File: config.mk
export PLATFORM = sky130hd
export DESIGN_NAME = addr_decoder_flat
export DESIGN_NICKNAME = d
export VERILOG_FILES = /design/src/bus_pkg.sv /design/src/nmi_if.sv /design/src/addr_decoder.sv /design/src/flat_wrapper.sv
export SDC_FILE = /design/constraint.sdc
export NUM_CORES = 1
export LEC_CHECK = 0
export ABC_AREA = 1
export BUFFER_PORTS_ARGS = -buffer_cell sky130_fd_sc_hd__buf_2
export CORE_AREA = 8 8 150 152
export DETAILED_ROUTE_END_ITERATION = 6
export DIE_AREA = 0 0 158 160
export MAX_ROUTING_LAYER = met4
export SETUP_SLACK_MARGIN = 0.15
export SLEW_MARGIN = 20
export SYNTH_ARGS = -nofsm -noshare
export SYNTH_HDL_FRONTEND = slang
export SYNTH_SLANG_ARGS = --single-unit
File: constraint.sdc
create_clock -name vclk -period 1.05
set_input_delay 0.0525 -clock vclk [all_inputs]
set_output_delay 0.0525 -clock vclk [all_outputs]
set_load 0.01 [all_outputs]
File: src/bus_pkg.sv
/*
 * system bus package
 * memory map, bus widths, scratch RAM depth, error word,
 * and the slice state and decoded target enums
 */

package bus_pkg;

  // bus widths
  localparam int ADDR_W = 32;
  localparam int DATA_W = 32;
  localparam int STRB_W = DATA_W / 8;

  // scratch RAM geometry, word addressed
  localparam int RAM_WORDS = 256;
  localparam int RAM_AW    = $clog2(RAM_WORDS);

  // memory map, top address byte of each region
  localparam logic [7:0] RAM_BASE   = 8'h00;
  localparam logic [7:0] NATV_BASE  = 8'h10;
  localparam logic [7:0] APB_BASE   = 8'h20;
  // flash sits behind the APB bridge
  localparam logic [7:0] FLASH_BASE = 8'h30;

  // read data for addresses that no target claims
  localparam logic [DATA_W-1:0] ERR_WORD = 32'hDEAD_BEEF;

  // register slice controller
  typedef enum logic [1:0] {
    SL_IDLE = 2'd0,
    SL_BUSY = 2'd1,
    SL_RESP = 2'd2
  } slice_state_e;

  // decoded target of the current transfer
  typedef enum logic [1:0] {
    TGT_RAM  = 2'd0,
    TGT_NATV = 2'd1,
    TGT_APB  = 2'd2,
    TGT_NONE = 2'd3
  } target_e;

endpackage
File: src/nmi_if.sv
/*
 * native memory interface
 * single word valid/ready transfer, zero wstrb means a read
 */

`timescale 1ns/1ps

interface nmi_if;
  import bus_pkg::*;

  logic              valid;
  logic [ADDR_W-1:0] addr;
  logic [DATA_W-1:0] wdata;
  logic [STRB_W-1:0] wstrb;
  logic              ready;
  logic [DATA_W-1:0] rdata;

  modport master(
    output valid, addr, wdata, wstrb,
    input  ready, rdata
  );

  modport slave(
    input  valid, addr, wdata, wstrb,
    output ready, rdata
  );

endinterface

File: src/addr_decoder.sv
/*
 * address decoder
 * steers the sliced request to scratch RAM, native or APB
 * target by the top address byte, unmapped gets an error word
 */

`timescale 1ns/1ps

module addr_decoder (
  nmi_if.slave                        slc_i,
  nmi_if.master                       ram_o,
  output logic                        natv_valid_o,
  output logic [bus_pkg::ADDR_W-1:0]  natv_addr_o,
  output logic [bus_pkg::DATA_W-1:0]  natv_wdata_o,
  output logic [bus_pkg::STRB_W-1:0]  natv_wstrb_o,
  input  logic                        natv_ready_i,
  input  logic [bus_pkg::DATA_W-1:0]  natv_rdata_i,
  output logic                        apb_valid_o,
  output logic [bus_pkg::ADDR_W-1:0]  apb_addr_o,
  output logic [bus_pkg::DATA_W-1:0]  apb_wdata_o,
  output logic [bus_pkg::STRB_W-1:0]  apb_wstrb_o,
  input  logic                        apb_ready_i,
  input  logic [bus_pkg::DATA_W-1:0]  apb_rdata_i
);
  import bus_pkg::*;

  logic [7:0] top_byte;
  target_e    tgt;

  assign top_byte = slc_i.addr[ADDR_W-1:ADDR_W-8];

  always_comb begin
    case (top_byte)
      RAM_BASE:             tgt = TGT_RAM;
      NATV_BASE:            tgt = TGT_NATV;
      APB_BASE, FLASH_BASE: tgt = TGT_APB;
      default:              tgt = TGT_NONE;
    endcase
  end

  // only the selected target sees valid
  assign ram_o.valid  = slc_i.valid && (tgt == TGT_RAM);
  assign ram_o.addr   = slc_i.addr;
  assign ram_o.wdata  = slc_i.wdata;
  assign ram_o.wstrb  = slc_i.wstrb;

  assign natv_valid_o = slc_i.valid && (tgt == TGT_NATV);
  assign natv_addr_o  = slc_i.addr;
  assign natv_wdata_o = slc_i.wdata;
  assign natv_wstrb_o = slc_i.wstrb;

  assign apb_valid_o  = slc_i.valid && (tgt == TGT_APB);
  assign apb_addr_o   = slc_i.addr;
  assign apb_wdata_o  = slc_i.wdata;
  assign apb_wstrb_o  = slc_i.wstrb;

  // response from the selected target
  always_comb begin
    slc_i.ready = 1'b0;
    slc_i.rdata = '0;
    case (tgt)
      TGT_RAM: begin
        slc_i.ready = ram_o.valid && ram_o.ready;
        slc_i.rdata = ram_o.rdata;
      end
      TGT_NATV: begin
        slc_i.ready = natv_valid_o && natv_ready_i;
        slc_i.rdata = natv_rdata_i;
      end
      TGT_APB: begin
        slc_i.ready = apb_valid_o && apb_ready_i;
        slc_i.rdata = apb_rdata_i;
      end
      // nobody home, answer at once so the bus cannot hang
      default: begin
        slc_i.ready = slc_i.valid;
        slc_i.rdata = ERR_WORD;
      end
    endcase
  end

endmodule

File: src/flat_wrapper.sv
// flat-port wrapper written by rule: the top's interface ports become plain ports
module addr_decoder_flat import bus_pkg::*;
  (natv_valid_o, natv_addr_o, natv_wdata_o, natv_wstrb_o, natv_ready_i, natv_rdata_i, apb_valid_o, apb_addr_o, apb_wdata_o, apb_wstrb_o, apb_ready_i, apb_rdata_i, slc_i_valid, slc_i_addr, slc_i_wdata, slc_i_wstrb, slc_i_ready, slc_i_rdata, ram_o_valid, ram_o_addr, ram_o_wdata, ram_o_wstrb, ram_o_ready, ram_o_rdata);
  nmi_if slc_i_i ();
  nmi_if ram_o_i ();
  output logic natv_valid_o;
  output logic [bus_pkg::ADDR_W-1:0] natv_addr_o;
  output logic [bus_pkg::DATA_W-1:0] natv_wdata_o;
  output logic [bus_pkg::STRB_W-1:0] natv_wstrb_o;
  input  logic natv_ready_i;
  input  logic [bus_pkg::DATA_W-1:0] natv_rdata_i;
  output logic apb_valid_o;
  output logic [bus_pkg::ADDR_W-1:0] apb_addr_o;
  output logic [bus_pkg::DATA_W-1:0] apb_wdata_o;
  output logic [bus_pkg::STRB_W-1:0] apb_wstrb_o;
  input  logic apb_ready_i;
  input  logic [bus_pkg::DATA_W-1:0] apb_rdata_i;
  input wire logic [$bits(slc_i_i.valid)-1:0] slc_i_valid;
  input wire logic [$bits(slc_i_i.addr)-1:0] slc_i_addr;
  input wire logic [$bits(slc_i_i.wdata)-1:0] slc_i_wdata;
  input wire logic [$bits(slc_i_i.wstrb)-1:0] slc_i_wstrb;
  output wire logic [$bits(slc_i_i.ready)-1:0] slc_i_ready;
  output wire logic [$bits(slc_i_i.rdata)-1:0] slc_i_rdata;
  output wire logic [$bits(ram_o_i.valid)-1:0] ram_o_valid;
  output wire logic [$bits(ram_o_i.addr)-1:0] ram_o_addr;
  output wire logic [$bits(ram_o_i.wdata)-1:0] ram_o_wdata;
  output wire logic [$bits(ram_o_i.wstrb)-1:0] ram_o_wstrb;
  input wire logic [$bits(ram_o_i.ready)-1:0] ram_o_ready;
  input wire logic [$bits(ram_o_i.rdata)-1:0] ram_o_rdata;
  assign slc_i_i.valid = slc_i_valid;
  assign slc_i_i.addr = slc_i_addr;
  assign slc_i_i.wdata = slc_i_wdata;
  assign slc_i_i.wstrb = slc_i_wstrb;
  assign slc_i_ready = slc_i_i.ready;
  assign slc_i_rdata = slc_i_i.rdata;
  assign ram_o_valid = ram_o_i.valid;
  assign ram_o_addr = ram_o_i.addr;
  assign ram_o_wdata = ram_o_i.wdata;
  assign ram_o_wstrb = ram_o_i.wstrb;
  assign ram_o_i.ready = ram_o_ready;
  assign ram_o_i.rdata = ram_o_rdata;
  addr_decoder u_core (.slc_i(slc_i_i), .ram_o(ram_o_i), .natv_valid_o(natv_valid_o), .natv_addr_o(natv_addr_o), .natv_wdata_o(natv_wdata_o), .natv_wstrb_o(natv_wstrb_o), .natv_ready_i(natv_ready_i), .natv_rdata_i(natv_rdata_i), .apb_valid_o(apb_valid_o), .apb_addr_o(apb_addr_o), .apb_wdata_o(apb_wdata_o), .apb_wstrb_o(apb_wstrb_o), .apb_ready_i(apb_ready_i), .apb_rdata_i(apb_rdata_i));
endmodule
==> results.txt <==
cell family with most CP delay - simple AND/OR/NAND/NOR gates
status - finished with violations
layout cell share with drive strength beyond 1 - 76.7%
DIE WIDTH - 158 um
Mean Syn Cell Area - 6.76 um2
Worst Tran Pin Value - 0.245 ns
worst hold path class - in2out
met3 Use GR - 2.81%
startpoint class of the critical path - input port
instance count of the mapped netlist - 372
yosys warns - 0
fin crit share - 119%
antenna violations before repair - 1
Syn Nets - 540
post-synth top area share - 62.7%
Synth Cell Area - 0.00251 mm2
Worst Setup EP - slc_i_rdata[11]
Slew Viols, Final - 0
number of global-route vias before repair - 2134
Iter 0 DRT Violations - 56
GRT busiest layer - met2
CP Launch Point - slc_i_addr[30]
vias - 2050
Final GP Congestion - 0.722
CP most frequent cell - nor2_4
post-synthesis mux area share - 0%
Hold Vio Cnt, Final - 0
minimum clock period - 1.25 ns
crit path max fanout - 6
Synth Area in Compound Gates - 0%
first-pass GRT wire length - 13200 um
Post-DP Area - 0.00223 mm2
FFs & Latches - 0
total routed wirelength - 10400 um
Final Non-Filler Cells - 627
clk_buf instances - 0
Setup Viol. Count Final - 33
highest-delay cell along the critical path - nor2_4
area leader, netlist - buf_4
GRT Overall Usage - 6.93%
CP Class - in2out
fmax - 0.797 GHz
register share of total power - 0%
clock share of power - 0%
register area - 0 um2
PwrDens - 162 mW/mm2
HPWL after DPL - 7230 um
Placed Cells - 608
pin count of the biggest net entering global routing - 26
WP data arrival - 1.20 ns
DRC Markers - 0
commonest non-fill, non-tap cell in the layout - buf_2
NetSw - 0.000227 W
failing checks - setup timing
CP Buf/Inv Count - 3
top cells by area, synth - buf_4 (63%), nand2_1 (15%), nand4_2 (10%), nor2_8 (2.4%), nand3_1 (2.2%)
DP Worst Slack - -0.295 ns
post-synthesis simple-gate area fraction - 34.3%
RSZ-0062 raised after global routing - yes
Ports - 408
DIE AREA - 0.0253 mm2
Critical Path RT - 1.00 ns
Slew headroom - 83.7%
sequential fraction of the synthesis area - 0%
Worst path depth - 9
die height - 160 um
Port-buffer cells - 168
post-route cell area - 0.00309 mm2
Final TNS setup - -5.16 ns
post-synth cell types - 17
Cell Rows - 52
crit end category - output port
Largest stage delay, worst path - 0.17 ns
post-synthesis xor/xnor area fraction - 0%
vias per cell - 3.27
commonest cells after routing, fill and taps aside - buf_2 (134), nand2_1 (71), buf_6 (30), nand2_2 (21), buf_4 (15)
global route total overflow - 0
CP Cell Sequence - buf_8, nor2_4, nand2_4, nor2_8, nor2_4, buf_12, nand2_8, nand4_2, buf_6
Max-Cap Viols - 0
Logic pwr share - 100.0%
Layout area overhead - 22.9%
met2 usage - 11.3%
largest family of logic cells by synthesized area - buffers and inverters
min setup slack post-route - -0.204 ns
maximum VDD drop - 0.0448 mV
Sw Ratio - 45.2%
met1 Usage GRT - 6.94%
Core Box Area - 0.0200 mm2
Routed wire per std cell - 16.5 um
DRT antenna net count - 0
Post-Synth Adder-Cell Area - 0%
Static Leak - 1.38 nW
Pre-Repair DR Iteration Count - 4
nets - 526
Initial Util - 12.5%
cell-internal power - 0.000275 W
## kinds of logic after synthesis
family	Yosys count
buf+inv	220
simple gates	152
## worst min path at each step
stage / from / to / cells past startpoint
3_5_place_dp: slc_i_wdata[19] / natv_wdata_o[19] / 0
3_3_place_gp: slc_i_wdata[19] / natv_wdata_o[19] / 0
4_1_cts: slc_i_wdata[19] / natv_wdata_o[19] / 0
5_1_grt: slc_i_addr[4] / apb_addr_o[4] / 0
2_1_floorplan: slc_i_addr[0] / apb_addr_o[0] / 1
6_report: slc_i_addr[0] / natv_addr_o[0] / 0
## layer usage
layer,vias to the layer above,part of all wire (%)
met4,0,5.8
met2,154,48
met5,-,0
met1,895,34
li1,938,-
met3,63,12
## repair_timing
item	CTS	global route
pin swaps	9	20
hold buffers	0	0
hold endpoints to repair	0	0
setup endpoints to repair	36	36
cloned	4	4
gates resized for setup	45	77
buffers inserted	5	5
## synthesized netlist by cell type
cell	instances
nand4_1	4
nand2_2	1
nor2_1	4
buf_2	3
nand2_4	1
buf_4	210
nor3_1	2
nor2_8	3
buf_12	2
nand4_2	20
nand2_1	101
inv_4	1
nand2_8	1
nand3_1	11
inv_1	4
nor2_2	3
nor2_4	1
## area by class of cell
| class | instances | area [um2] |
|---|---|---|
| Multi-Input combinational cell | 155 | 1260 |
| Inverter | 5 | 21.3 |
| Antenna cell | 1 | 2.50 |
| Tap cell | 270 | 338 |
| Fill cell | 2331 | 16900 |
| Timing Repair Buffer | 196 | 1470 |
## metrics by stage
step           power [W]  util (%)  hold WS, ns
6_report        0.000502      15.4        0.105
2_1_floorplan   0.000863         -        0.197
5_1_grt         0.000541      15.4        0.105
4_1_cts         0.000451      13.1        0.105
3_3_place_gp    0.000390      11.1        0.105
3_5_place_dp    0.000394      11.1        0.105
## power by group through the flow
stage | Combinational, W | Clock [W] | Sequential, W
after floorplan | 0.000863 | 0 | 0
after global placement | 0.000390 | 0 | 0
after detailed placement | 0.000394 | 0 | 0
after CTS | 0.000451 | 0 | 0
after global routing | 0.000541 | 0.000000000127 | 0
final | 0.000502 | 0.000000000127 | 0
(Power assumes the default switching activity.)
