[config.mk]
export PLATFORM = sky130hd
export DESIGN_NAME = bus_arbiter_flat
export DESIGN_NICKNAME = d
export VERILOG_FILES = /design/src/bus_pkg.sv /design/src/nmi_if.sv /design/src/bus_arbiter.sv /design/src/flat_wrapper.sv
export SDC_FILE = /design/constraint.sdc
export NUM_CORES = 1
export LEC_CHECK = 0
export BUFFER_PORTS_ARGS = -buffer_cell sky130_fd_sc_hd__buf_2
export CAP_MARGIN = 25
export CELL_PAD_IN_SITES_DETAIL_PLACEMENT = 0
export CELL_PAD_IN_SITES_GLOBAL_PLACEMENT = 1
export CORE_AREA = 2 2 119 121
export DETAILED_ROUTE_END_ITERATION = 16
export DIE_AREA = 0 0 121 123
export PLACE_DENSITY = 0.7
export RECOVER_POWER = 25
export SYNTH_ARGS = -nofsm -noshare
export SYNTH_HDL_FRONTEND = slang
export SYNTH_SLANG_ARGS = --single-unit
[constraint.sdc]
create_clock -name clk_i -period 2 [get_ports clk_i]
set_input_delay 0.4 -clock clk_i [delete_from_list [all_inputs] [get_ports clk_i]]
set_output_delay 0.4 -clock clk_i [all_outputs]
set_load 0.02 [all_outputs]
[src/bus_pkg.sv]
/*
 * system bus package
 * memory map, bus widths, scratch RAM depth, error word,
 * and the slice state and decoded target enums
 */

package bus_pkg;

  // bus widths
  localparam int ADDR_W = 32;
  localparam int DATA_W = 32;
  localparam int STRB_W = DATA_W / 8;

  // scratch RAM geometry, word addressed
  localparam int RAM_WORDS = 256;
  localparam int RAM_AW    = $clog2(RAM_WORDS);

  // memory map, top address byte of each region
  localparam logic [7:0] RAM_BASE   = 8'h00;
  localparam logic [7:0] NATV_BASE  = 8'h10;
  localparam logic [7:0] APB_BASE   = 8'h20;
  // flash sits behind the APB bridge
  localparam logic [7:0] FLASH_BASE = 8'h30;

  // read data for addresses that no target claims
  localparam logic [DATA_W-1:0] ERR_WORD = 32'hDEAD_BEEF;

  // register slice controller
  typedef enum logic [1:0] {
    SL_IDLE = 2'd0,
    SL_BUSY = 2'd1,
    SL_RESP = 2'd2
  } slice_state_e;

  // decoded target of the current transfer
  typedef enum logic [1:0] {
    TGT_RAM  = 2'd0,
    TGT_NATV = 2'd1,
    TGT_APB  = 2'd2,
    TGT_NONE = 2'd3
  } target_e;

endpackage
[src/nmi_if.sv]
/*
 * native memory interface
 * single word valid/ready transfer, zero wstrb means a read
 */

`timescale 1ns/1ps

interface nmi_if;
  import bus_pkg::*;

  logic              valid;
  logic [ADDR_W-1:0] addr;
  logic [DATA_W-1:0] wdata;
  logic [STRB_W-1:0] wstrb;
  logic              ready;
  logic [DATA_W-1:0] rdata;

  modport master(
    output valid, addr, wdata, wstrb,
    input  ready, rdata
  );

  modport slave(
    input  valid, addr, wdata, wstrb,
    output ready, rdata
  );

endinterface

[src/bus_arbiter.sv]
/*
 * two master bus arbiter
 * locks core or DMA onto the shared path until its transfer
 * completes, DMA wins whenever it is requesting
 */

`timescale 1ns/1ps

module bus_arbiter (
  input  logic  clk_i,
  input  logic  rst_i,
  nmi_if.slave  core_i,
  nmi_if.slave  dma_i,
  nmi_if.master shared_o
);
  import bus_pkg::*;

  logic lock_q;
  logic lock_d;
  logic dma_sel_q;
  logic dma_sel_d;
  logic grant_core;
  logic grant_dma;

  // grant on a free bus, release on the ready of the locked master
  always_comb begin
    lock_d    = lock_q;
    dma_sel_d = dma_sel_q;
    if (!lock_q) begin
      if (dma_i.valid) begin
        lock_d    = 1'b1;
        dma_sel_d = 1'b1;
      end else if (core_i.valid) begin
        lock_d    = 1'b1;
        dma_sel_d = 1'b0;
      end
    end else if (shared_o.ready) begin
      lock_d = 1'b0;
    end
  end

  always_ff @(posedge clk_i) begin
    if (rst_i) begin
      lock_q    <= 1'b0;
      dma_sel_q <= 1'b0;
    end else begin
      lock_q    <= lock_d;
      dma_sel_q <= dma_sel_d;
    end
  end

  assign grant_core = lock_q && !dma_sel_q;
  assign grant_dma  = lock_q && dma_sel_q;

  // request mux, valid only passes once the lock is set
  assign shared_o.valid = grant_dma ? dma_i.valid : (grant_core && core_i.valid);
  assign shared_o.addr  = dma_sel_q ? dma_i.addr  : core_i.addr;
  assign shared_o.wdata = dma_sel_q ? dma_i.wdata : core_i.wdata;
  assign shared_o.wstrb = dma_sel_q ? dma_i.wstrb : core_i.wstrb;

  // response back to the granted master only
  assign core_i.ready = grant_core && shared_o.ready;
  assign core_i.rdata = grant_core ? shared_o.rdata : '0;
  assign dma_i.ready  = grant_dma && shared_o.ready;
  assign dma_i.rdata  = grant_dma ? shared_o.rdata : '0;

endmodule

[src/flat_wrapper.sv]
// flat-port wrapper written by rule: the top's interface ports become plain ports
module bus_arbiter_flat import bus_pkg::*;
  (clk_i, rst_i, core_i_valid, core_i_addr, core_i_wdata, core_i_wstrb, core_i_ready, core_i_rdata, dma_i_valid, dma_i_addr, dma_i_wdata, dma_i_wstrb, dma_i_ready, dma_i_rdata, shared_o_valid, shared_o_addr, shared_o_wdata, shared_o_wstrb, shared_o_ready, shared_o_rdata);
  nmi_if core_i_i ();
  nmi_if dma_i_i ();
  nmi_if shared_o_i ();
  input  logic clk_i;
  input  logic rst_i;
  input wire logic [$bits(core_i_i.valid)-1:0] core_i_valid;
  input wire logic [$bits(core_i_i.addr)-1:0] core_i_addr;
  input wire logic [$bits(core_i_i.wdata)-1:0] core_i_wdata;
  input wire logic [$bits(core_i_i.wstrb)-1:0] core_i_wstrb;
  output wire logic [$bits(core_i_i.ready)-1:0] core_i_ready;
  output wire logic [$bits(core_i_i.rdata)-1:0] core_i_rdata;
  input wire logic [$bits(dma_i_i.valid)-1:0] dma_i_valid;
  input wire logic [$bits(dma_i_i.addr)-1:0] dma_i_addr;
  input wire logic [$bits(dma_i_i.wdata)-1:0] dma_i_wdata;
  input wire logic [$bits(dma_i_i.wstrb)-1:0] dma_i_wstrb;
  output wire logic [$bits(dma_i_i.ready)-1:0] dma_i_ready;
  output wire logic [$bits(dma_i_i.rdata)-1:0] dma_i_rdata;
  output wire logic [$bits(shared_o_i.valid)-1:0] shared_o_valid;
  output wire logic [$bits(shared_o_i.addr)-1:0] shared_o_addr;
  output wire logic [$bits(shared_o_i.wdata)-1:0] shared_o_wdata;
  output wire logic [$bits(shared_o_i.wstrb)-1:0] shared_o_wstrb;
  input wire logic [$bits(shared_o_i.ready)-1:0] shared_o_ready;
  input wire logic [$bits(shared_o_i.rdata)-1:0] shared_o_rdata;
  assign core_i_i.valid = core_i_valid;
  assign core_i_i.addr = core_i_addr;
  assign core_i_i.wdata = core_i_wdata;
  assign core_i_i.wstrb = core_i_wstrb;
  assign core_i_ready = core_i_i.ready;
  assign core_i_rdata = core_i_i.rdata;
  assign dma_i_i.valid = dma_i_valid;
  assign dma_i_i.addr = dma_i_addr;
  assign dma_i_i.wdata = dma_i_wdata;
  assign dma_i_i.wstrb = dma_i_wstrb;
  assign dma_i_ready = dma_i_i.ready;
  assign dma_i_rdata = dma_i_i.rdata;
  assign shared_o_valid = shared_o_i.valid;
  assign shared_o_addr = shared_o_i.addr;
  assign shared_o_wdata = shared_o_i.wdata;
  assign shared_o_wstrb = shared_o_i.wstrb;
  assign shared_o_i.ready = shared_o_ready;
  assign shared_o_i.rdata = shared_o_rdata;
  bus_arbiter u_core (.clk_i(clk_i), .rst_i(rst_i), .core_i(core_i_i), .dma_i(dma_i_i), .shared_o(shared_o_i));
endmodule
==> results.toml, run 1 <==
[route]
wirelength_um = 8310
dr.pass1.iters = 5
postRouteAntennaNets = 0
via_per_inst = 3.77
drc_errors = 0
drtIter0Drc = 45
num_vias = 2415
wl_per_cell_um = 13.0

[timing]
min_period_ps = 1930
slew_headroom = 0.616
max_freq_mhz = 518
hold_viol = 0
fin_ws_ps = 68.4
tightest_slew_ps = 576
tns_ps = 0
clock_skew_ps = 1.23
rsz0062_at_grt = "no"
drv_slew = 0
period_share = 0.966
finalSetupViolations = 0

[clocking]
hold_buffers = 0
post_cts_buffers = 0
cts.clk_slew.worst_paths_ps = 30
clockBufferDepth = 2
cts_tree = "built"
clock_sinks = 2
cts_root_buffer = "clkbuf_16"
clkLatencyLatePin_ps = 220
cts_made_buffers = 3
htree_levels = 1
cts_resized = 0

[grt]
first_global_vias = 2124
grt_max_degree = 71
grt_use_total = 0.0937
grt_pass1_wl_um = 10600
antenna_found_initial = 1
gr-total-overflow = 0

[yosys]
ys_top_cells_by_count = "mux2_1 (37), and2_1 (33), and3_1 (33)"
syn_inst = 163
yosysTopAreaCell = "mux2_1"
avgSynthCellArea_um2 = 8.54
ys_seq_elements = 2
synthFlopType = "dfxtp_1"
syn_nets = 336
ys_async_sr_fraction = 0
synth_edf_count = 0
ys_types = 18
yosys_warnings = 0
synth.most_common_cell = "mux2_1"
synth_area_leaders = "mux2_1 (30%), mux2_2 (25%), and2_1 (15%)"
yosysSeqAreaShare = 0.0288
netlist_area_um2 = 1390
yosys.area.top_type_share = 0.299

[placed_design]
gp_congestion = 0.772
dp_hpwl_um = 7170
dp_slack_ps = 314
portBuffers = 307

[finish]
drive_gt1_frac = 0.752
area_growth_pct = 129
layout.nets = 634
n_fill_cell = 1522

[floorplan]
die_area_um2 = 14900
fp.dieW_um = 121
ioPinCount = 308
core_um2 = 13600
die_h_um = 123
rows = 43
start_util = 0.102

[worst_setup_path]
r2r-start = "u_core.lock_q$_SDFF_PP0_"
path_delay_family = "buffers and inverters"
cp-start-kind = "flip-flop"
reg2reg_depth = 3
path_class = "reg2out"
cp_max_fo = 70
crit_end = "shared_o_addr[11]"
crit_slowest_cell = "mux2_1"
max_stage_delay_ps = 420
crit_required_ps = 1600
worstSetupStartpoint = "u_core.dma_sel_q$_SDFFE_PP0P_"
r2r_end = "u_core.lock_q$_SDFF_PP0_"
crit_cells = 3
path_buf_inv = 2
cp.arrival_ps = 1530
crit_chain = "buf_12 > mux2_1 > buf_2"
regToRegSetupSlack_ps = 810
end_kind = "output port"

[run_status]
outcome = "completed"

[pwr]
p_per_area_nw_per_um2 = 405
clkPwrFrac = 0.242
p_leak_nw = 1.92
power.internal_uw = 713
swShare = 0.446
power_frac_seq = 0.037
pwr-share-comb = 0.720
p_sw_uw = 574
ir_drop_uv = 286

[job]
max-cap-violations = 0

[min_path]
hp-class = "in2reg"
[area by class of cell]
type,count,area [um^2],area share
Inverter,1,3.75,0.00118
Multi-Input combinational cell,142,1240,0.389
Clock buffer,4,78.8,0.0248
Sequential cell,2,43.8,0.0138
Timing Repair Buffer,311,1590,0.499
Antenna cell,1,2.50,0.000787
Tap cell,180,225,0.0708
[worst min-delay path by stage]
stage / end / start / cells past startpoint
2_1_floorplan: u_core.lock_q$_SDFF_PP0_ / rst_i / 1
3_3_place_gp: u_core.lock_q$_SDFF_PP0_ / rst_i / 2
3_5_place_dp: u_core.lock_q$_SDFF_PP0_ / rst_i / 2
4_1_cts: u_core.lock_q$_SDFF_PP0_ / rst_i / 2
5_1_grt: u_core.lock_q$_SDFF_PP0_ / rst_i / 2
6_report: u_core.lock_q$_SDFF_PP0_ / rst_i / 2
[stage by stage]
step	instances	power [mW]	hold slack (ps)	instance area [um^2]	utilization
after floorplan	163	0.592	478	1390	-
after global placement	636	0.984	605	3100	0.228
after detailed placement	636	0.980	614	3100	0.228
after CTS	640	1.30	386	3180	0.234
after global routing	641	1.36	399	3180	0.234
final	641	1.29	387	3180	0.234
[per-layer routing]
metal | track usage | wire (um) | share of wire
met4 | 0.0574 | 350 | 0.042
met5 | 0 | 0 | 0
met2 | 0.174 | 4160 | 0.50
met3 | 0.0180 | 813 | 0.098
met1 | 0.0970 | 2980 | 0.36
[flip-flops by register name, summed over array words and instances, names as in the netlist]
signal            flops
u_core.dma_sel_q      1
u_core.lock_q         1
[cells by family after synthesis]
logic type             Yosys count  share of synthesized area
muxes                           69                      0.558
buffers and inverters           19                     0.0818
AOI/OAI and AO/OA                2                     0.0117
and+or+nand+nor                 71                      0.320
DFF                              2                     0.0288
[placed cells by master, fill, tap and decap left out, types with 2 or more instances in the layout]
cell type,n
clkbuf_2,32
buf_2,275
nor2b_1,2
and3_1,33
clkbuf_16,3
clkbuf_1,2
and2_1,33
buf_12,2
mux2_1,37
mux2_2,31
[power by group through the flow]
stage                     Clock [mW]  Combinational [mW]  Sequential (mW)
after floorplan                    0               0.545           0.0468
after global placement             0               0.935           0.0485
after detailed placement           0               0.931           0.0490
after CTS                      0.319               0.935           0.0485
after global routing           0.323               0.988           0.0490
final                          0.312               0.927           0.0482
Power figures use the tool's default switching activity.
==> run 2: changes to the inputs <==
--- a/config.mk
+++ b/config.mk
@@ -12,7 +12,7 @@
 export CORE_AREA = 2 2 119 121
 export DETAILED_ROUTE_END_ITERATION = 16
 export DIE_AREA = 0 0 121 123
-export PLACE_DENSITY = 0.7
+export PLACE_DENSITY = 0.8
 export RECOVER_POWER = 25
 export SYNTH_ARGS = -nofsm -noshare
 export SYNTH_HDL_FRONTEND = slang
==> results.toml, run 2 (synthesis results as in run 1) <==
[clocking]
cts_resized = 0
cts_root_buffer = "clkbuf_16"
clkLatencyLatePin_ps = 220
cts.clk_slew.worst_paths_ps = 30
clock_sinks = 2
clockBufferDepth = 2
htree_levels = 1
cts_tree = "built"
hold_buffers = 0
cts_made_buffers = 3

[finish]
regArea_um2 = 43.8
layout.nets = 639
drive_gt1_frac = 0.708
area_growth_pct = 129
final_cell_mix = "buf_2 (285), mux2_1 (37), and3_1 (33), mux2_2 (31), and2_1 (28)"
n_fill_cell = 1540
reg_top3 = "u_core.dma_sel_q (1), u_core.lock_q (1)"
multi_input_area_um2 = 1240
antenna_cells = 0
mostFrequentLayoutCell = "buf_2"

[placed_design]
dp_hpwl_um = 6980
gp_congestion = 0.787
portBuffers = 307

[worst_setup_path]
crit_slowest_cell = "dfxtp_4"
crit_chain = "buf_12 > mux2_1 > buf_2"
max_stage_delay_ps = 400
crit_required_ps = 1600
cp_max_fo = 41
cp.arrival_ps = 1420
path_class = "reg2out"
end_kind = "output port"
path_buf_inv = 2
path_delay_family = "flip-flops"
cp-start-kind = "flip-flop"

[route]
wirelength_um = 8210
dr.pass1.iters = 4
num_vias = 2368
postRouteAntennaNets = 0
wl_per_cell_um = 12.7
drtIter0Drc = 48
drc_errors = 0
via_per_inst = 3.67

[floorplan]
start_util = 0.102
die_area_um2 = 14900
fp.dieW_um = 121
die_h_um = 123
ioPinCount = 308
rows = 43
core_um2 = 13600

[pwr]
ir_drop_uv = 213
p_per_area_nw_per_um2 = 404
p_leak_nw = 1.88

[timing]
max_freq_mhz = 551
clock_skew_ps = 0.703
min_period_ps = 1820
rsz0062_at_grt = "no"
tightest_slew_ps = 317
drv_slew = 0
hold_viol = 0
period_share = 0.908
tns_ps = 0
hold_ws_ps = 382
finalSetupViolations = 0
slew_headroom = 0.789

[run_status]
outcome = "completed"

[grt]
grt_use_total = 0.0926
grt_pass1_wl_um = 10900
gr-total-overflow = 0
antenna_found_initial = 0
grt_use_met1 = 0.111
grt_use_met2 = 0.171
first_global_vias = 2097
busiest_layer = "met2"
grt_util_met3 = 0.0157
grt_max_degree = 42

[job]
max-cap-violations = 0

[min_path]
hp-class = "in2reg"
## run 2: changes by cell type in the layout (fill, tap and decap cells not counted), sizes merged
| cell | change |
|---|---|
| buf | +14 |
| clkbuf | -9 |
| diode | -1 |
## run 2: path summary, 6_finish.rpt
kind,from,to,slack [ps],cells after the start
worst max-delay path,u_core.dma_sel_q$_SDFFE_PP0P_,shared_o_addr[11],180,3
worst min-delay path,rst_i,u_core.lock_q$_SDFF_PP0_,380,2
worst max register to register,u_core.lock_q$_SDFF_PP0_,u_core.lock_q$_SDFF_PP0_,1040,3
worst min register to register,u_core.dma_sel_q$_SDFFE_PP0P_,u_core.dma_sel_q$_SDFFE_PP0P_,750,3
## run 2: final cells by class
class,instances,area share
clock buffer,4,0.0248
tap,180,0.0707
inverter,1,0.00118
sequential,2,0.0138
timing repair buffer,316,0.501
multi-input combinational,142,0.389
## run 2: where the power goes
group          leakage (nW)  internal, mW  switching (mW)
sequential           0.0173        0.0440         0.00618
clock                0.0382         0.263          0.0502
combinational          1.82         0.411           0.514
total                  1.88         0.718           0.570
## run 2: repair_timing
action,CTS,global route
setup endpoints to repair,1,1
pin swaps,0,0
setup buffers,1,2
## run 2: metrics by stage
step                      power (mW)  utilization  worst slack [ps]  instances  cell area (um^2)
after floorplan                0.592            -               500        163              1390
final                           1.29        0.234               185        645              3180
after CTS                       1.31        0.235              42.5        643              3200
after global routing            1.37        0.234              93.9        645              3180
after global placement         0.977        0.229               247        638              3120
after detailed placement       0.979        0.229               228        638              3120
## run 2: routing by layer
metal,share of wire,vias up
li1,-,1183
met1,0.39,1037
met2,0.51,139
met3,0.081,9
met4,0.012,0
met5,0,-
