`config.mk`:
```
export PLATFORM = sky130hd
export DESIGN_NAME = nmi_regslice_flat
export DESIGN_NICKNAME = d
export VERILOG_FILES = /design/src/bus_pkg.sv /design/src/nmi_if.sv /design/src/nmi_regslice.sv /design/src/flat_wrapper.sv
export SDC_FILE = /design/constraint.sdc
export NUM_CORES = 1
export LEC_CHECK = 0
export ABC_AREA = 1
export ABC_CLOCK_PERIOD_IN_PS = 2900
export BUFFER_PORTS_ARGS = -buffer_cell sky130_fd_sc_hd__buf_2
export CORE_MARGIN = 2
export CORE_UTILIZATION = 39
export CTS_BUF_LIST = sky130_fd_sc_hd__clkbuf_16
export DETAILED_ROUTE_END_ITERATION = 10
export PLACE_DENSITY = 0.84
export SYNTH_ARGS = -nofsm -noshare
export SYNTH_HDL_FRONTEND = slang
export SYNTH_SLANG_ARGS = --single-unit
```
`constraint.sdc`:
```
create_clock -name clk_i -period 2.9 [get_ports clk_i]
set_input_delay 0.58 -clock clk_i [delete_from_list [all_inputs] [get_ports clk_i]]
set_output_delay 0.58 -clock clk_i [all_outputs]
set_load 0.01 [all_outputs]
```
`src/bus_pkg.sv`:
```
/*
 * system bus package
 * memory map, bus widths, scratch RAM depth, error word,
 * and the slice state and decoded target enums
 */

package bus_pkg;

  // bus widths
  localparam int ADDR_W = 32;
  localparam int DATA_W = 32;
  localparam int STRB_W = DATA_W / 8;

  // scratch RAM geometry, word addressed
  localparam int RAM_WORDS = 256;
  localparam int RAM_AW    = $clog2(RAM_WORDS);

  // memory map, top address byte of each region
  localparam logic [7:0] RAM_BASE   = 8'h00;
  localparam logic [7:0] NATV_BASE  = 8'h10;
  localparam logic [7:0] APB_BASE   = 8'h20;
  // flash sits behind the APB bridge
  localparam logic [7:0] FLASH_BASE = 8'h30;

  // read data for addresses that no target claims
  localparam logic [DATA_W-1:0] ERR_WORD = 32'hDEAD_BEEF;

  // register slice controller
  typedef enum logic [1:0] {
    SL_IDLE = 2'd0,
    SL_BUSY = 2'd1,
    SL_RESP = 2'd2
  } slice_state_e;

  // decoded target of the current transfer
  typedef enum logic [1:0] {
    TGT_RAM  = 2'd0,
    TGT_NATV = 2'd1,
    TGT_APB  = 2'd2,
    TGT_NONE = 2'd3
  } target_e;

endpackage
```
`src/nmi_if.sv`:
```
/*
 * native memory interface
 * single word valid/ready transfer, zero wstrb means a read
 */

`timescale 1ns/1ps

interface nmi_if;
  import bus_pkg::*;

  logic              valid;
  logic [ADDR_W-1:0] addr;
  logic [DATA_W-1:0] wdata;
  logic [STRB_W-1:0] wstrb;
  logic              ready;
  logic [DATA_W-1:0] rdata;

  modport master(
    output valid, addr, wdata, wstrb,
    input  ready, rdata
  );

  modport slave(
    input  valid, addr, wdata, wstrb,
    output ready, rdata
  );

endinterface

```
`src/nmi_regslice.sv`:
```
/*
 * one entry register slice
 * registers the request on the way down and the response
 * on the way back, one transfer in flight at a time
 */

`timescale 1ns/1ps

module nmi_regslice (
  input  logic  clk_i,
  input  logic  rst_i,
  nmi_if.slave  up_i,
  nmi_if.master dn_o
);
  import bus_pkg::*;

  slice_state_e      state_q;
  logic [ADDR_W-1:0] addr_q;
  logic [DATA_W-1:0] wdata_q;
  logic [STRB_W-1:0] wstrb_q;
  logic [DATA_W-1:0] rdata_q;
  logic              capture;
  logic              served;

  assign capture = (state_q == SL_IDLE) && up_i.valid;
  assign served  = (state_q == SL_BUSY) && dn_o.ready;

  always_ff @(posedge clk_i) begin
    if (rst_i) begin
      state_q <= SL_IDLE;
    end else begin
      case (state_q)
        SL_IDLE: if (capture) state_q <= SL_BUSY;
        SL_BUSY: if (served) state_q <= SL_RESP;
        // single pulse upstream, then back to idle
        SL_RESP: state_q <= SL_IDLE;
        default: state_q <= SL_IDLE;
      endcase
    end
  end

  // payload registers
  always_ff @(posedge clk_i) begin
    if (capture) begin
      addr_q  <= up_i.addr;
      wdata_q <= up_i.wdata;
      wstrb_q <= up_i.wstrb;
    end
    if (served) begin
      rdata_q <= dn_o.rdata;
    end
  end

  // downstream request held until served
  assign dn_o.valid = (state_q == SL_BUSY);
  assign dn_o.addr  = addr_q;
  assign dn_o.wdata = wdata_q;
  assign dn_o.wstrb = wstrb_q;

  assign up_i.ready = (state_q == SL_RESP);
  assign up_i.rdata = (state_q == SL_RESP) ? rdata_q : '0;

endmodule

```
`src/flat_wrapper.sv`:
```
// flat-port wrapper written by rule: the top's interface ports become plain ports
module nmi_regslice_flat import bus_pkg::*;
  (clk_i, rst_i, up_i_valid, up_i_addr, up_i_wdata, up_i_wstrb, up_i_ready, up_i_rdata, dn_o_valid, dn_o_addr, dn_o_wdata, dn_o_wstrb, dn_o_ready, dn_o_rdata);
  nmi_if up_i_i ();
  nmi_if dn_o_i ();
  input  logic clk_i;
  input  logic rst_i;
  input wire logic [$bits(up_i_i.valid)-1:0] up_i_valid;
  input wire logic [$bits(up_i_i.addr)-1:0] up_i_addr;
  input wire logic [$bits(up_i_i.wdata)-1:0] up_i_wdata;
  input wire logic [$bits(up_i_i.wstrb)-1:0] up_i_wstrb;
  output wire logic [$bits(up_i_i.ready)-1:0] up_i_ready;
  output wire logic [$bits(up_i_i.rdata)-1:0] up_i_rdata;
  output wire logic [$bits(dn_o_i.valid)-1:0] dn_o_valid;
  output wire logic [$bits(dn_o_i.addr)-1:0] dn_o_addr;
  output wire logic [$bits(dn_o_i.wdata)-1:0] dn_o_wdata;
  output wire logic [$bits(dn_o_i.wstrb)-1:0] dn_o_wstrb;
  input wire logic [$bits(dn_o_i.ready)-1:0] dn_o_ready;
  input wire logic [$bits(dn_o_i.rdata)-1:0] dn_o_rdata;
  assign up_i_i.valid = up_i_valid;
  assign up_i_i.addr = up_i_addr;
  assign up_i_i.wdata = up_i_wdata;
  assign up_i_i.wstrb = up_i_wstrb;
  assign up_i_ready = up_i_i.ready;
  assign up_i_rdata = up_i_i.rdata;
  assign dn_o_valid = dn_o_i.valid;
  assign dn_o_addr = dn_o_i.addr;
  assign dn_o_wdata = dn_o_i.wdata;
  assign dn_o_wstrb = dn_o_i.wstrb;
  assign dn_o_i.ready = dn_o_ready;
  assign dn_o_i.rdata = dn_o_rdata;
  nmi_regslice u_core (.clk_i(clk_i), .rst_i(rst_i), .up_i(up_i_i), .dn_o(dn_o_i));
endmodule
```
==> reports/qor.csv, run 1 <==
metric,value,unit
hold_viol_final,0,
crit_chain,nor2_4 -> inv_4 -> nor2_1 -> buf_2,
root_buffer,clkbuf_16,
antenna_found_initial,0,
outcome,"complete, no violations",
skew,0.008985,ns
cts_tree,yes,
post-dp-hpwl,5.313,mm
cts.hold.buffers_added,0,
path_max_fanout,32,
cap_violations,0,
grt-ovfl-total,0,
drv_slew,0,
post-route-min-period,2.004,ns
path_buf_inv,2,
cts_resized,0,
p_total,3174,uW
synth_nets,286,
mostFrequentLayoutCells,"205 x buf_2, 100 x edfxtp_1, 34 x inv_1, 27 x nor2_2, 9 x clkbuf_16",
netlist_area,3501,um^2
final_net_count,501,
io_buffers,205,
layout_setup_ws,0.8959,ns
cp_data_required_time,2.32,ns
max_freq,0.4990,GHz
first_pass_iters,4,
final_common_cell,buf_2,
ys_seq_area_share,86.92,%
grtUsageTotal,14.11,%
regArea,3043,um^2
grt_first_pass_wirelength,10.52,mm
layout-drive-gt1-share,63.93,%
max-slew-margin-rel,66.28,%
cts_setup_buffers,0,
synth_area_leaders,"edfxtp_1 86%, nor2_2 4.6%, inv_1 3.8%",
die_area,9751,um^2
crit_type,register to output port,
holdCritPathClass,input pin to register,
path_delay_family,buffers and inverters,
antenna_cells,0,
path_clk_slew,0.07,ns
startpoint_type,register,
final_cells,510,
vias,2191,
fillerInstances,709,
fin_crit_sh,69.11,%
placed_cells,494,
clockBufferDepth,2,
place_ws,1.222,ns
drc,0,
grt_pass1_vias,2251,
chipHeight,98.75,um
syn_inst,182,
cp.arrival,1.42,ns
clkSinkCount,102,
ys_seq_elements,102,
avgSynthCellArea,19.24,um^2
core-area,8721,um^2
grt_max_degree,69,
pwr_density_cell,643.0,nW/um^2
die_x,98.75,um
setup_violations,0,
netlist.area_leader.share,85.78,%
ys_types,13,
tightest_slew,0.5058,ns
crit_path_end_kind,output port,
rsz0062_at_grt,no,
cts_buffers,9,
fin_tns_setup,0,ns
std_cell_rows,34,
wl,6.966,mm
max_stage_delay,0.42,ns
avgRoutedWirePerCell,13.66,um
area_growth,41.03,%
htreeDepth,3,
postRouteAntennaNets,0,
cpMaxStageDelayCell,dfxtp_1,
vias_per_cell,4.296,
synth_warnings,0,
drt_iter0_drc,28,
pin_count,206,
multi_input_area,259.0,um^2
synth.largest_area_cell,edfxtp_1,
gp_congestion,0.7374,
p_leak,0.002256,uW
ir_worst_vdd,0.3688,mV
initial_utilization,40.14,%
insertion_delay,0.33,ns
## through the flow
| stage | hold WS [ns] | util [%] | cell area (um^2) |
|---|---|---|---|
| after floorplan | 0.5094 | - | 3501 |
| after global placement | 0.5195 | 53.11 | 4632 |
| after detailed placement | 0.5434 | 53.11 | 4632 |
| after CTS | 0.4037 | 56.61 | 4937 |
| after global routing | 0.3939 | 56.61 | 4937 |
| final | 0.4186 | 56.61 | 4937 |
## state kept, by name, summed over array words and instances (netlist names)
name               count
u_core.state_q         2
u_core.dn_o.addr      32
u_core.dn_o.wdata     32
u_core.rdata_q        32
u_core.dn_o.wstrb      4
## path summary, 6_finish.rpt
path | start | to | slack [ns] | depth (start not counted)
hold / removal | dn_o_rdata[12] | u_core.rdata_q[12]$_DFFE_PP_ | 0.42 | 1
setup reg to reg | u_core.state_q[0]$_SDFFE_PP0P_ | u_core.rdata_q[28]$_DFFE_PP_ | 1.55 | 3
hold reg to reg | u_core.state_q[0]$_SDFFE_PP0P_ | u_core.state_q[0]$_SDFFE_PP0P_ | 0.56 | 2
setup / recovery | u_core.state_q[0]$_SDFFE_PP0P_ | up_i_rdata[27] | 0.90 | 4
## per-layer routing
metal / wire length (um) / global-route usage [%]
met4: 131 / 5.585
met2: 3587 / 24.06
met1: 2443 / 14.82
met3: 804 / 7.163
met5: 0 / 0
## power breakdown
group / internal [uW] / switching (uW) / total (uW)
clock network: 679 / 515 / 1190
logic: 104 / 138 / 242
registers: 1720 / 20.3 / 1740
total: 2500 / 673 / 3170
## cells in the mapped netlist (all sizes together)
cell	count
a21oi	1
nor3	1
nor2	35
nand3	1
edfxtp	100
buf	3
dfxtp	2
nand2	2
inv	37
## cells by family (layout without fill, tap and decap cells)
family	count (synthesis)	after routing	share of synthesized area (%)
DFF	102	102	86.92
and+or+nand+nor	39	39	7.183
AOI/OAI and AO/OA	1	1	0.1428
buffers and inverters	40	260	5.754
## area by class of cell
| type | count | area share, % |
|---|---|---|
| multi-input cells | 40 | 5.246 |
| well taps | 108 | 2.737 |
| repair buffers | 207 | 21.34 |
| clock inverters | 7 | 1.622 |
| clock buffers | 9 | 4.562 |
| flip-flops and latches | 102 | 61.63 |
| inverters | 37 | 2.864 |
Power figures use the tool's default switching activity.
==> run 2: changes to the inputs <==
Settings changed: ABC_AREA 1 to 0, ABC_CLOCK_PERIOD_IN_PS 2900 to 1900, PLACE_DENSITY 0.84 to 0.85.
Clock period 2.9 ns to 1.9 ns, I/O delays scaled along.
==> run 2 against run 1 <==
Worst setup slack got worse by 0.73 ns. Sequential share of layout area grew 0.84 points. Design area fell by 1.3%. Register-to-register slack lost 1.1 ns. Hold slack got worse by 0.20 ns. Combinational power is 50% higher. Clock power is 53% higher. Routed wire length rose by 4.3%. Power grew 52%. Global-route usage increased by 1.6 points.
==> reports/qor.csv, run 2 <==
metric,value,unit,change
outcome,"complete, no violations",,
grt_pass1_vias,2274,,+1.0%
fin_crit_sh,91.42,%,
design_area,4875,um^2,-1.3%
postRouteAntennaNets,0,,unchanged
fin_tns_setup,0,ns,unchanged
grt_first_pass_wirelength,11.23,mm,+6.8%
fillerInstances,656,,-7.5%
startpoint_type,register,,
area_growth,45.32,%,
ff2ff_setup_slack,0.50,ns,-1.05 ns
synth_warnings,0,,unchanged
max_freq,0.5757,GHz,
cts_buffers,9,,unchanged
max-slew-margin-rel,75.39,%,+9.1 points
clkSinkCount,102,,unchanged
skew,0.007266,ns,-0.001719 ns
pwr_density_cell,992.6,nW/um^2,+54%
synth.largest_area_cell,edfxtp_1,,
post-route-min-period,1.737,ns,
final_common_cell,buf_2,,
p_leak,0.002132,uW,-5.5%
wl,7.268,mm,+4.3%
postSynth.asyncResetShare,0,%,unchanged
path_clk_slew,0.06,ns,about the same
pin_count,206,,unchanged
synth_nets,249,,-13%
synth_area_leaders,"edfxtp_1 90%, and2_1 3.7%, and2_2 2.7%",,
place_ws,0.2531,ns,-0.9693 ns
htreeDepth,3,,unchanged
avgRoutedWirePerCell,15.37,um,+12%
insertion_delay,0.33,ns,about the same
vias,2082,,-5.0%
p_total,4839,uW,+52%
synth_ff_type,edfxtp_1,,
mostFrequentLayoutCells,"205 x buf_2, 100 x edfxtp_1, 20 x and2_1, 12 x and2_2, 9 x clkbuf_16",,
gp_congestion,0.7474,,+1.4%
die_area,9359,um^2,-4.0%
ir_worst_vdd,0.5992,mV,+62%
antenna_found_initial,1,,+1
grt_max_degree,69,,unchanged
core-area,8258,um^2,-5.3%
clockBufferDepth,2,,unchanged
crit_type,register to output port,,
grt-ovfl-total,0,,unchanged
initial_utilization,40.62,%,+0.48 points
path_max_fanout,17,,-47%
layout-drive-gt1-share,66.30,%,+2.4 points
syn_inst,145,,-20%
ys_types,12,,-1
setup_violations,0,,unchanged
yosysMostFrequentCell,edfxtp_1,,
layout_setup_ws,0.1631,ns,-0.7329 ns
netlist.area_leader.share,89.52,%,+3.7 points
synth_edf_count,100,,unchanged
crit_path_end_kind,output port,,
drc,0,,unchanged
std_cell_rows,33,,-2.9%
cp_data_required_time,1.52,ns,-0.80 ns
drt_iter0_drc,67,,+140%
cts_tree,yes,,
die_x,96.74,um,-2.0%
ys_seq_area_share,90.71,%,+3.8 points
rsz0062_at_grt,no,,
root_buffer,clkbuf_16,,
yosys-top-cells-count,"100 x edfxtp_1, 20 x and2_1, 12 x and2_2",,
avgSynthCellArea,23.13,um^2,+20%
grtUsageTotal,15.75,%,+1.6 points
hold_viol_final,0,,unchanged
chipHeight,96.74,um,-2.0%
tightest_slew,0.3691,ns,-0.1366 ns
cp.arrival,1.36,ns,-0.06 ns
final_net_count,467,,-6.8%
ys_seq_elements,102,,unchanged
first_pass_iters,4,,unchanged
antenna_cells,0,,unchanged
netlist_area,3354,um^2,-4.2%
drv_slew,0,,unchanged
cap_violations,0,,unchanged
io_buffers,205,,unchanged
holdCritPathClass,input pin to register,,
placed_area,4522,um^2,-2.4%
vias_per_cell,4.402,,+2.5%
## run 2: changes by cell type after synthesis, moves of 2 or more
cell	change
buf_12	-3
buf_6	+3
inv_1	-35
nand2_1	-2
nor2_2	-26
and2_1	+20
nor2_4	-5
nand2b_1	+2
nor2_1	-3
and2_2	+12
## run 2: cell type report
type	count	area [um^2]	area share (%)
Clock inverter	7	78.83	1.617
Sequential cell	102	3045	62.47
Tap cell	105	131.4	2.695
Timing Repair Buffer	208	1074	22.02
Clock buffer	9	225.2	4.620
Multi-Input combinational cell	42	320.3	6.571
## run 2: worst max-delay path, cell delays in order, from the launching register on
cell	delay [ns]
dfxtp_2	0.43
nor2b_4	0.20
buf_12	0.14
and2_2	0.14
buf_2	0.12
## run 2: through the flow
stage	utilization, %	std cells	hold WS (ns)
2_1_floorplan	-	145	0.4453
3_3_place_gp	54.76	454	0.4962
3_5_place_dp	54.76	454	0.5319
4_1_cts	58.95	473	0.2033
5_1_grt	59.03	473	0.1974
6_report	59.03	473	0.2161
## run 2: report_power, final
part / switching, uW / total (uW) / internal, uW
clock network: 781 / 1820 / 1040
logic: 195 / 363 / 167
registers: 34.5 / 2660 / 2620
total: 1010 / 4840 / 3830
## run 2: logic make-up (layout without fill, tap and decap cells)
| family | after synthesis | count (layout) | synth area share [%] |
|---|---|---|---|
| AO/OA/AOI/OAI | 1 | 1 | 0.2239 |
| AND/OR/NAND/NOR | 39 | 41 | 8.057 |
| flip-flops | 102 | 102 | 90.71 |
| buffers and inverters | 3 | 224 | 1.007 |
## run 2: final timing paths
kind / start / end / cells past startpoint
max: u_core.state_q[1]$_SDFFE_PP0P_ / up_i_rdata[21] / 4
min reg2reg: u_core.state_q[1]$_SDFFE_PP0P_ / u_core.state_q[0]$_SDFFE_PP0P_ / 1
min: rst_i / u_core.state_q[1]$_SDFFE_PP0P_ / 2
max reg2reg: u_core.state_q[0]$_SDFFE_PP0P_ / u_core.rdata_q[14]$_DFFE_PP_ / 2
## run 2: per-layer routing
layer	GRT usage [%]	wire length (um)
met5	0	0
met4	7.151	134
met3	6.575	687
met2	27.99	3888
met1	16.05	2557
## run 2: what timing repair did
action	4_1_cts	5_1_grt
resized for setup	1	2
cloned	2	0
hold buffers	0	0
buffers inserted	1	0
setup endpoints to repair	32	32
==> run 3: changes to the inputs <==
Settings changed: CELL_PAD_IN_SITES_DETAIL_PLACEMENT set to 0, CELL_PAD_IN_SITES_GLOBAL_PLACEMENT set to 1, CORE_UTILIZATION 39 to 33, PLACE_DENSITY 0.85 to 0.89.
==> run 3 against run 2 <==
Power down 0.96%. Combinational power up 8.3%. Maximum frequency up 0.83%.
==> reports/qor.csv, run 3 (synthesis gave the netlist of run 2 again) <==
metric,value,unit,change
mostFrequentLayoutCells,"205 x buf_2, 100 x edfxtp_1, 20 x and2_1, 12 x and2_2, 9 x clkbuf_16",,
pwr_density_cell,963.3,nW/um^2,-3.0%
std_cell_rows,36,,+9.1%
first_pass_iters,3,,-1
gp_congestion,0.7136,,-4.5%
fillerInstances,860,,+31%
antenna_found_initial,0,,-1
regToRegStartpoint,u_core.state_q[0]$_SDFFE_PP0P_,,
wl,7.527,mm,+3.6%
tightest_slew,0.5090,ns,+0.1399 ns
grt_pass1_vias,2185,,-3.9%
place_ws,0.2260,ns,-0.02704 ns
holdPathEnd,u_core.dn_o.wdata[26]$_DFFE_PP_,,
cap_violations,0,,unchanged
worst_hold_slack,0.2185,ns,+0.002384 ns
postRouteAntennaNets,0,,unchanged
worstHoldPathCells,1,,-1
cp.arrival,1.34,ns,-0.02 ns
cpMaxStageDelayCell,dfxtp_2,,
chipHeight,104.8,um,+8.4%
drv_slew,0,,unchanged
min_from,up_i_wdata[26],,
pin_count,206,,unchanged
clockBufferDepth,2,,unchanged
drt_iter0_drc,115,,+72%
max-slew-margin-rel,65.99,%,-9.4 points
skew,0.009660,ns,+0.002394 ns
grt_first_pass_wirelength,11.05,mm,-1.6%
grt_max_degree,33,,-52%
utilization,50.66,%,-8.4 points
hold_viol_final,0,,unchanged
insertion_delay,0.33,ns,about the same
post-dp-hpwl,5.734,mm,
htreeDepth,3,,unchanged
path_max_fanout,17,,unchanged
setup_violations,0,,unchanged
vias_per_cell,4.118,,-6.4%
clkSinkCount,102,,unchanged
holdCritPathClass,input pin to register,,
reg2regPathDepth,3,,+1
area_growth,48.30,%,
post-route-min-period,1.723,ns,-0.01425 ns
fin_crit_sh,90.67,%,-0.75 points
crit_type,register to output port,,
grtUsageTotal,13.50,%,-2.3 points
cts_tree,yes,,
ff2ff_setup_slack,0.40,ns,-0.10 ns
grt-ovfl-total,0,,unchanged
rsz0062_at_grt,no,,
drc,0,,unchanged
regArea,3045,um^2,unchanged
cts_buffers,9,,unchanged
final_net_count,475,,+1.7%
cts.hold.buffers_added,0,,unchanged
reg2reg_to,u_core.dn_o.addr[31]$_DFFE_PP_,,
p_leak,0.002182,uW,+2.4%
ir_worst_vdd,0.5564,mV,-7.1%
max_freq,0.5805,GHz,+0.83%
vias,2096,,+0.67%
die_area,10990,um^2,+17%
outcome,"complete, no violations",,
startpoint_type,register,,
core-area,9819,um^2,+19%
max_stage_delay,0.42,ns,about the same
root_buffer,clkbuf_16,,
avgRoutedWirePerCell,14.79,um,-3.8%
initial_utilization,34.16,%,-6.5 points
layout_setup_ws,0.1773,ns,+0.01425 ns
layout-drive-gt1-share,66.76,%,+0.45 points
die_x,104.8,um,+8.4%
multi_input_area,306.5,um^2,-4.3%
antenna_cells,0,,unchanged
cp_data_required_time,1.52,ns,about the same
crit_chain,nor2b_4 -> buf_12 -> and2_1 -> buf_2,,
path_clk_slew,0.07,ns,about the same
crit_path_end_kind,output port,,
final_common_cell,buf_2,,
p_total,4792,uW,-0.96%
io_buffers,205,,unchanged
[run 3: area by class of cell]
type                            instances  share of cell area, %
Clock buffer                            9                  4.527
Clock inverter                          7                  1.308
Multi-Input combinational cell         41                  6.162
Sequential cell                       102                  61.22
Tap cell                              133                  3.345
Timing Repair Buffer                  217                  23.44
[run 3: routing by layer]
layer  GRT usage, %  wire [um]  share of wire, %
met1          15.00       2838                38
met2          22.17       3678                49
met3          6.425        891                12
met4          5.714        120               1.6
met5              0          0                 0
[run 3: report_power, final]
part           switching [uW]  internal (uW)  total [uW]  leakage (uW)
clock network             729           1010        1740      0.000148
logic                     203            190         393       0.00107
registers                34.4           2620        2660      0.000961
total                     967           3830        4790       0.00218
[run 3: how the worst max path moves through the flow]
| stage | startpoint | end | slack, ns | cells after the start |
|---|---|---|---|---|
| detailed placement | u_core.state_q[1]$_SDFFE_PP0P_ | up_i_rdata[21] | 0.23 | 3 |
| global route | u_core.state_q[1]$_SDFFE_PP0P_ | up_i_rdata[3] | 0.09 | 4 |
| floorplan | u_core.state_q[0]$_SDFFE_PP0P_ | u_core.dn_o.addr[0]$_DFFE_PP_ | -0.01 | 2 |
| finish | u_core.state_q[1]$_SDFFE_PP0P_ | up_i_rdata[31] | 0.18 | 4 |
| CTS | u_core.state_q[1]$_SDFFE_PP0P_ | up_i_rdata[31] | 0.03 | 4 |
| global placement | u_core.state_q[1]$_SDFFE_PP0P_ | up_i_rdata[3] | 0.30 | 3 |
[run 3: worst max-delay path, delay by kind of cell (launching register included)]
family | cells | cell delay (ns)
buf+inv | 2 | 0.27
flops | 1 | 0.42
simple gates | 2 | 0.33
[run 3: what timing repair did]
| item | in CTS | in global routing |
|---|---|---|
| endpoints found under the setup margin | 33 | 32 |
| resized for setup | 1 | 1 |
| gates cloned | 1 | 0 |
| setup buffers | 2 | 0 |
[run 3: stage by stage]
step	TNS (ns)	instance area (um^2)	cells
final	0	4975	509
after global routing	0	4975	509
after CTS	0	4974	509
after detailed placement	0	4629	490
after global placement	0	4629	490
after floorplan	-0.6587	3371	145
